## config.mk

```make
export PLATFORM = sky130hd
export DESIGN_NAME = pf_prefetch_fifo
export DESIGN_NICKNAME = d
export VERILOG_FILES = /design/src/verilog/pf_ctrl_pkg.sv /design/src/verilog/pf_data_pkg.sv /design/src/verilog/pf_prefetch_fifo.sv /design/src/verilog/pf_reg_fifo.sv /design/src/verilog/pf_fifo_ctrl.sv /design/src/verilog/pf_sdpram.sv
export VERILOG_INCLUDE_DIRS = /design/src /design/src/verilog
export SDC_FILE = /design/constraint.sdc
export NUM_CORES = 1
export LEC_CHECK = 0
export BUFFER_PORTS_ARGS = -buffer_cell sky130_fd_sc_hd__buf_2
export CAP_MARGIN = 20
export CORE_ASPECT_RATIO = 2
export CORE_MARGIN = 10
export CORE_UTILIZATION = 66
export DETAILED_ROUTE_END_ITERATION = 6
export PLACE_DENSITY = 0.84
export SKIP_CTS_REPAIR_TIMING = 1
export SYNTH_ARGS = -nofsm -noshare
export SYNTH_HDL_FRONTEND = slang
export SYNTH_HIERARCHICAL = 1
export SYNTH_SLANG_ARGS = --single-unit
```

## constraint.sdc

```tcl
create_clock -name rd_clk -period 7.5 [get_ports rd_clk]
set_input_delay 0.75 -clock rd_clk [delete_from_list [all_inputs] [get_ports rd_clk]]
set_output_delay 0.75 -clock rd_clk [all_outputs]
set_load 0.1 [all_outputs]
```

## src/verilog/pf_fifo_consts.svh

```systemverilog
// prefetch FIFO constants
// widths, RAM depth and fill thresholds shared by every block
// of the show-ahead FIFO

`ifndef PF_FIFO_CONSTS_SVH
`define PF_FIFO_CONSTS_SVH

// RAM geometry
`define PF_DEPTH_W    4                     // address bits, 16 entries
`define PF_DATA_W     16                    // word width
`define PF_RAM_DEPTH  (1 << `PF_DEPTH_W)    // entries in the RAM

// fill thresholds, RAM contents only
`define PF_AFULL_LVL  14                    // almost_full at or above
`define PF_AEMPTY_LVL 1                     // almost_empty at or below

// output stage holds two more words than the RAM
// so total capacity is PF_RAM_DEPTH + 2

`endif
```

## src/verilog/pf_ctrl_pkg.sv

```systemverilog
// prefetch FIFO control encodings
// occupancy of the output register stage and prefetch credit

`default_nettype none

package pf_ctrl_pkg;

  // words held in the two-entry register FIFO
  typedef enum logic [1:0] {REG_EMPTY, REG_ONE, REG_TWO} reg_occ_e;

  // held words plus RAM reads still in flight
  typedef enum logic [1:0] {CRD_ZERO, CRD_ONE, CRD_TWO} credit_e;

endpackage

`default_nettype wire

```

## src/verilog/pf_data_pkg.sv

```systemverilog
// prefetch FIFO storage types
// data word, RAM address, wrap pointer and fill level

`default_nettype none

`include "pf_fifo_consts.svh"

package pf_data_pkg;

  typedef logic [`PF_DATA_W-1:0]  word_t;   // one data word
  typedef logic [`PF_DEPTH_W-1:0] addr_t;   // RAM address
  typedef logic [`PF_DEPTH_W:0]   ptr_t;    // address plus wrap bit
  typedef logic [`PF_DEPTH_W:0]   level_t;  // 0 .. PF_RAM_DEPTH

endpackage

`default_nettype wire

```

## src/verilog/pf_prefetch_fifo.sv

```systemverilog
// prefetch (show-ahead) FIFO top
// RAM plus pointer controller, with a credit counter that keeps
// the two-entry output register stage filled ahead of reads;
// oldest word shows on rd_data while rd_vld is high

`default_nettype none

module pf_prefetch_fifo (
  input  wire pf_data_pkg::word_t   wr_data,      // write word
  input  wire                       wr_en,        // write request
  output logic                      wr_vld,       // room for a write
  output wire pf_data_pkg::word_t   rd_data,      // head word
  input  wire                       rd_en,        // consumer takes head
  output wire                       rd_vld,       // head word present
  input  wire                       rd_clk,       // single clock
  input  wire                       rd_rst,       // async reset, active high
  output wire                       almost_full,  // RAM nearly full
  output wire                       almost_empty, // RAM nearly empty
  output wire pf_data_pkg::level_t  water_level   // RAM fill count
);

  pf_data_pkg::addr_t   wr_addr;
  pf_data_pkg::addr_t   rd_addr;
  pf_data_pkg::word_t   ram_rd_data;              // RAM read register
  logic                 ram_full;
  logic                 ram_empty;
  logic                 wr_acc;                   // accepted write
  logic                 ram_rd;                   // prefetch read
  logic                 ram_rd_q;                 // read data valid
  logic                 pop;                      // word leaves output
  logic                 crd_room;                 // room after this pop
  pf_ctrl_pkg::credit_e credit;

  //////////////////////////////
  // write side
  //////////////////////////////

  assign wr_vld = ~ram_full;
  assign wr_acc = wr_en & wr_vld;                 // writes while full drop

  //////////////////////////////
  // prefetch credit
  //////////////////////////////

  assign pop = rd_vld & rd_en;

  always_comb
  begin
    case (credit)
      pf_ctrl_pkg::CRD_TWO: crd_room = pop;       // a pop frees one slot
      default:              crd_room = 1'b1;
    endcase
  end

  assign ram_rd = ~ram_empty & crd_room;          // read clock enable too

  always_ff @(posedge rd_clk or posedge rd_rst)
  begin
    if (rd_rst)
      credit <= pf_ctrl_pkg::CRD_ZERO;
    else
    begin
      case ({ram_rd, pop})
        2'b10:                                    // read issued
          case (credit)
            pf_ctrl_pkg::CRD_ZERO: credit <= pf_ctrl_pkg::CRD_ONE;
            default:               credit <= pf_ctrl_pkg::CRD_TWO;
          endcase
        2'b01:                                    // word popped
          case (credit)
            pf_ctrl_pkg::CRD_TWO:  credit <= pf_ctrl_pkg::CRD_ONE;
            default:               credit <= pf_ctrl_pkg::CRD_ZERO;
          endcase
        default: credit <= credit;                // both or neither
      endcase
    end
  end

  // RAM data is registered, so the push follows the read by one edge
  always_ff @(posedge rd_clk or posedge rd_rst)
  begin
    if (rd_rst)
      ram_rd_q <= 1'b0;
    else
      ram_rd_q <= ram_rd;
  end

  //////////////////////////////
  // blocks
  //////////////////////////////

  pf_sdpram u_sdpram (
    .rd_clk  (rd_clk),
    .wr_en   (wr_acc),
    .wr_addr (wr_addr),
    .wr_data (wr_data),
    .rd_ce   (ram_rd),
    .rd_addr (rd_addr),
    .rd_data (ram_rd_data)
  );

  pf_fifo_ctrl u_fifo_ctrl (
    .rd_clk       (rd_clk),
    .rd_rst       (rd_rst),
    .w_en         (wr_acc),
    .r_en         (ram_rd),
    .waddr        (wr_addr),
    .raddr        (rd_addr),
    .ram_full     (ram_full),
    .ram_empty    (ram_empty),
    .almost_full  (almost_full),
    .almost_empty (almost_empty),
    .water_level  (water_level)
  );

  pf_reg_fifo u_reg_fifo (
    .rd_clk   (rd_clk),
    .rd_rst   (rd_rst),
    .in_vld   (ram_rd_q),                         // paired with ram_rd_data
    .in_data  (ram_rd_data),
    .out_rdy  (rd_en),
    .out_data (rd_data),
    .out_vld  (rd_vld)
  );

endmodule

`default_nettype wire

```

## src/verilog/pf_reg_fifo.sv

```systemverilog
// two-entry register FIFO
// holds prefetched words at the FIFO output; head entry is
// always on out_data, out_vld while any entry is held

`default_nettype none

module pf_reg_fifo (
  input  wire                      rd_clk,    // single clock
  input  wire                      rd_rst,    // async reset, active high
  input  wire                      in_vld,    // push strobe
  input  wire pf_data_pkg::word_t  in_data,   // pushed word
  input  wire                      out_rdy,   // consumer takes head
  output pf_data_pkg::word_t       out_data,  // head word
  output logic                     out_vld    // head word present
);

  pf_ctrl_pkg::reg_occ_e occ;                 // words held
  pf_data_pkg::word_t    head_q;              // oldest entry
  pf_data_pkg::word_t    tail_q;              // second entry
  logic                  pop;

  assign pop = out_vld & out_rdy;             // handshake at the output

  //////////////////////////////
  // occupancy
  //////////////////////////////

  always_ff @(posedge rd_clk or posedge rd_rst)
  begin
    if (rd_rst)
      occ <= pf_ctrl_pkg::REG_EMPTY;
    else
    begin
      case (occ)
        pf_ctrl_pkg::REG_EMPTY: if (in_vld) occ <= pf_ctrl_pkg::REG_ONE;
        pf_ctrl_pkg::REG_ONE:
          if (in_vld && !pop)
            occ <= pf_ctrl_pkg::REG_TWO;      // fill second slot
          else if (!in_vld && pop)
            occ <= pf_ctrl_pkg::REG_EMPTY;    // last word leaves
        pf_ctrl_pkg::REG_TWO:   if (pop && !in_vld) occ <= pf_ctrl_pkg::REG_ONE;
        default:                occ <= pf_ctrl_pkg::REG_EMPTY;
      endcase
    end
  end

  //////////////////////////////
  // entry data
  //////////////////////////////

  // push lands in the head when it is free after this edge,
  // else in the tail; a pop with two held shifts tail to head
  always_ff @(posedge rd_clk)
  begin
    if (occ == pf_ctrl_pkg::REG_TWO && pop)
      head_q <= tail_q;                       // shift up, order kept
    else if (in_vld && (occ == pf_ctrl_pkg::REG_EMPTY || pop))
      head_q <= in_data;
    if (in_vld && (occ == pf_ctrl_pkg::REG_TWO || (occ == pf_ctrl_pkg::REG_ONE && !pop)))
      tail_q <= in_data;                      // behind the head
  end

  assign out_data = head_q;
  assign out_vld  = (occ != pf_ctrl_pkg::REG_EMPTY);

endmodule

`default_nettype wire

```

## src/verilog/pf_fifo_ctrl.sv

```systemverilog
// FIFO pointer controller
// write and read pointers with wrap bit, full and empty flags,
// registered RAM fill level and almost-full / almost-empty flags

`default_nettype none

`include "pf_fifo_consts.svh"

module pf_fifo_ctrl (
  input  wire                  rd_clk,        // single clock
  input  wire                  rd_rst,        // async reset, active high
  input  wire                  w_en,          // write advance
  input  wire                  r_en,          // read advance
  output pf_data_pkg::addr_t   waddr,         // RAM write address
  output pf_data_pkg::addr_t   raddr,         // RAM read address
  output logic                 ram_full,      // no free RAM entry
  output logic                 ram_empty,     // no word left in RAM
  output logic                 almost_full,   // level at or above afull
  output logic                 almost_empty,  // level at or below aempty
  output pf_data_pkg::level_t  water_level    // RAM fill count
);

  pf_data_pkg::ptr_t wptr;                    // write pointer, msb wraps
  pf_data_pkg::ptr_t rptr;                    // read pointer, msb wraps

  //////////////////////////////
  // pointers
  //////////////////////////////

  always_ff @(posedge rd_clk or posedge rd_rst)
  begin
    if (rd_rst)
      wptr <= '0;
    else if (w_en)
      wptr <= wptr + pf_data_pkg::ptr_t'(1);  // top never writes when full
  end

  always_ff @(posedge rd_clk or posedge rd_rst)
  begin
    if (rd_rst)
      rptr <= '0;
    else if (r_en)
      rptr <= rptr + pf_data_pkg::ptr_t'(1);  // top never reads when empty
  end

  assign waddr = wptr[`PF_DEPTH_W-1:0];       // drop wrap bit
  assign raddr = rptr[`PF_DEPTH_W-1:0];

  // same address, opposite lap means the RAM is full
  assign ram_full  = (waddr == raddr) && (wptr[`PF_DEPTH_W] != rptr[`PF_DEPTH_W]);
  assign ram_empty = (wptr == rptr);          // same lap, same address

  //////////////////////////////
  // fill level and thresholds
  //////////////////////////////

  always_ff @(posedge rd_clk or posedge rd_rst)
  begin
    if (rd_rst)
      water_level <= '0;
    else
    begin
      case ({w_en, r_en})
        2'b10:   water_level <= water_level + pf_data_pkg::level_t'(1);  // write only
        2'b01:   water_level <= water_level - pf_data_pkg::level_t'(1);  // read only
        default: water_level <= water_level;  // both or neither
      endcase
    end
  end

  // compares follow the registered count
  assign almost_full  = (water_level >= pf_data_pkg::level_t'(`PF_AFULL_LVL));
  assign almost_empty = (water_level <= pf_data_pkg::level_t'(`PF_AEMPTY_LVL));

endmodule

`default_nettype wire

```

## src/verilog/pf_sdpram.sv

```systemverilog
// simple dual-port RAM
// one write port, one registered read port with clock enable,
// both on rd_clk; array and read register carry no reset

`default_nettype none

`include "pf_fifo_consts.svh"

module pf_sdpram (
  input  wire                      rd_clk,    // single clock
  input  wire                      wr_en,     // qualified write strobe
  input  wire pf_data_pkg::addr_t  wr_addr,   // write address
  input  wire pf_data_pkg::word_t  wr_data,   // write word
  input  wire                      rd_ce,     // read clock enable
  input  wire pf_data_pkg::addr_t  rd_addr,   // read address
  output pf_data_pkg::word_t       rd_data    // registered read word
);

  //////////////////////////////
  // storage array
  //////////////////////////////

  pf_data_pkg::word_t mem [`PF_RAM_DEPTH];    // block RAM style array

  always_ff @(posedge rd_clk)
  begin
    if (wr_en)
      mem[wr_addr] <= wr_data;                // write port
  end

  //////////////////////////////
  // read port
  //////////////////////////////

  // data register loads only on a prefetch read and holds
  // its word otherwise, so the register FIFO can sample it
  // in the cycle after the read
  always_ff @(posedge rd_clk)
  begin
    if (rd_ce)
      rd_data <= mem[rd_addr];                // one cycle latency
  end

endmodule

`default_nettype wire

```

==> key figures <==
Outcome
  • Run status: completed

Logic synthesis
  • Cell taking the most area after synthesis: edfxtp_1
  • Sequential share of the synthesized area: 0.7621
  • Syn Nets: 629
  • Post-synth EDFFs: 304
  • Synth Area per Inst: 21.09 µm²
  • Syn Std Cell Area: 12,630 µm²
  • Top cells by area, synth: edfxtp_1, mux4_2, dfrtp_1
  • Synth async-reset ratio: 0.06173
  • Mapped Cells: 599
  • Synthesis Warnings: 6
  • Synthesized flop and latch total: 324
  • Post-synthesis cell type count: 43
  • Top FF cell, synth: edfxtp_1
  • Top-area cell type share of the netlist area: 0.7225

Detailed routing
  • Vias per cell: about 6.4
  • DR iter-0 viols: 541
  • DRC: 0
  • WL/cell: ~28 µm
  • Post-Route WL: ~27,000 µm
  • Post-route ant nets: 0
  • Via count: 6,036
  • TritonRoute pass-1 iters: 7

STA
  • RSZ-0062 raised after global routing: no
  • Slew Limit Fails: 0
  • Min Tclk post-route: 3.819 ns
  • Slew @ Worst Pin: around 0.92 ns
  • Setup_tns: 0 ns
  • Final setup viols: 0
  • Slew headroom: 0.3836
  • FMAX: 261.9 MHz
  • Fin. Hold Viols: 0
  • Final Cycle Share: 0.5092
  • Worst Skew: 0.01375 ns

Clock network
  • CTS tree: built
  • Clock slew at reported path FFs: 0.07 ns
  • Max Root-Sink Buffers: 3
  • CTS Root Cell: clkbuf_16
  • Depth of the CTS H-tree: 1
  • Clk Latency, worst-skew pair: ~0.54 ns
  • CTS Buf Count: 26
  • Clock sink count: 324

Floorplan
  • Die height: 215.7 µm
  • Ports: 45
  • Core area: 18,830 µm²
  • Die area: 25,410 µm²
  • Row Count: 71
  • DIE WIDTH: 117.8 µm
  • Initial Util: 0.6709

Critical path
  • Slowest cell on crit path: buf_4
  • CP arrival: ~4 ns
  • Critical Path RT: 7.74 ns
  • Crit path cell chain: buf_4 -> xnor2_1 -> nand4_1 -> nor2b_1 -> nor2b_1 -> or3b_2 -> nor2_1 -> buf_6
  • Worst Setup EP: u_sdpram/mem[3][4]
  • Critical path depth in cells: 8
  • Family with the most delay on the worst path: simple AND/OR/NAND/NOR gates
  • Worst r2r path cells: 8
  • Critical path capture point type: flop
  • Buffer and inverter count on the worst path: 2
  • Worst reg2reg setup slack: 3.68 ns
  • CP startpoint kind: flop
  • Crit. Startpoint: u_fifo_ctrl/rptr[1]
  • Worst-path maximum fanout: 68
  • Max incr delay on CP: 0.69 ns
  • Cell mode on critical path: nor2b_1
  • Reg2reg end: u_sdpram/mem[3][4]
  • Setup Crit Path Kind: reg2reg
  • Reg2Reg Launch Point: u_fifo_ctrl/rptr[1]

GRT
  • Largest net degree at the start of global routing: 69
  • Antenna violations before repair: 0
  • Number of global-route vias before repair: around 6,600
  • First-pass GRT wire length: 41,010 µm
  • Gr ovfl total: 0
  • GR Util All Layers: 0.2132

Layout
  • Fin area: 14,130 µm²
  • Layout Utilization: 0.7505
  • Nets: 695
  • Antenna cells: 0
  • # fillers: roughly 1,000
  • Layout cells sized above 1: 0.2832
  • Most frequent cells in the layout: edfxtp_1, mux4_2, buf_2
  • Commonest non-fill, non-tap cell in the layout: edfxtp_1
  • Synthesis-to-finish area growth: 11.86%

Pwr
  • Leakage power: 0.004831 µW
  • PwrDens: 437.7 nW/µm²
  • IR drop worst, VDD: 0.3384 mV

Placed design
  • Placed instance area: 13,200 µm²
  • GP Congestion: 0.8415
  • Final HPWL from detailed placement: 16,680 µm
  • PortBufs: 44

Worst hold path
  • Hold crit path type: in2async

Job
  • Max Cap Viol: 0
[layout make-up]
class                   instances  area (µm²)  share of cell area
clock buffers                  31       690.7             0.04887
well taps                     255       319.1             0.02257
clock inverters                17       217.7             0.01540
multi-input cells             233        2788              0.1972
inverters                      11       41.29            0.002921
flip-flops and latches        324        9634              0.6817
repair buffers                 69       442.9             0.03134
[cell usage after synthesis, types with 8 or more instances]
cell / n
ha_1: 10
xnor2_1: 12
edfxtp_1: 304
mux2_2: 8
inv_1: 11
dfrtp_1: 20
buf_4: 12
clkbuf_1: 8
mux4_2: 54
mux4_1: 10
nor2_1: 15
mux2_4: 10
nand2_1: 24
a22oi_1: 32
[cell families (layout without fill, tap and decap cells)]
group | after synthesis | count (layout) | share of synthesized area
buffers and inverters | 42 | 128 | 0.01931
XOR/XNOR | 19 | 19 | 0.01317
multiplexers | 85 | 85 | 0.1384
AND/OR/NAND/NOR | 74 | 74 | 0.03169
AO/OA/AOI/OAI | 45 | 45 | 0.02535
adder cells (fa/ha/maj) | 10 | 10 | 0.009903
flip-flops | 324 | 324 | 0.7621
[through the flow]
stage                     std cells  hold WS [ns]  power [µW]  setup WS [ns]
after detailed placement        891        0.4361        4736          3.738
after floorplan                 599        0.4204        4220          2.618
final                           940       0.06756        6187          3.681
after global placement          887        0.4333        4630          3.515
after global routing            940       0.06216        6425          3.510
after CTS                       939       0.05405        6197          3.717
[metal layers]
metal | up-vias | track usage | share of wire
li1 | 2573 | - | -
met1 | 3130 | 0.2313 | 0.34
met2 | 245 | 0.3881 | 0.55
met3 | 88 | 0.02771 | 0.050
met4 | 0 | 0.1255 | 0.061
met5 | - | 0 | 0
[worst reg2reg max path: cells and delay by family, from the launching register on]
family	cells	cell delay, ns
DFF	1	0.35
and+or+nand+nor	5	2.02
buffers and inverters	2	0.95
xor gates and xnor gates	1	0.21
[how the worst min path moves through the flow]
| stage | start | to | depth (start not counted) |
|---|---|---|---|
| 2_1_floorplan | u_sdpram/rd_data[0] | u_reg_fifo/tail_q[0] | 0 |
| 3_3_place_gp | u_sdpram/rd_data[4] | u_reg_fifo/tail_q[4] | 0 |
| 3_5_place_dp | u_sdpram/rd_data[0] | u_reg_fifo/tail_q[0] | 0 |
| 4_1_cts | rd_rst | u_reg_fifo/occ[1] | 2 |
| 5_1_grt | rd_rst | u_reg_fifo/occ[1] | 2 |
| 6_report | rd_rst | u_reg_fifo/occ[1] | 2 |
[report_power, final]
group	switching [µW]	internal (µW)	total, µW
logic	1410	731	2140
clock network	608	834	1440
registers	194	2410	2600
[sequential cells by signal (all words and copies together), names as in the netlist]
register / count
credit: 2
ram_rd_q: 1
u_fifo_ctrl/rptr: 5
u_fifo_ctrl/water_level: 5
u_fifo_ctrl/wptr: 5
u_reg_fifo/occ: 2
u_reg_fifo/out_data: 16
u_reg_fifo/tail_q: 16
u_sdpram/mem: 256
u_sdpram/rd_data: 16
(Power assumes the default switching activity.)
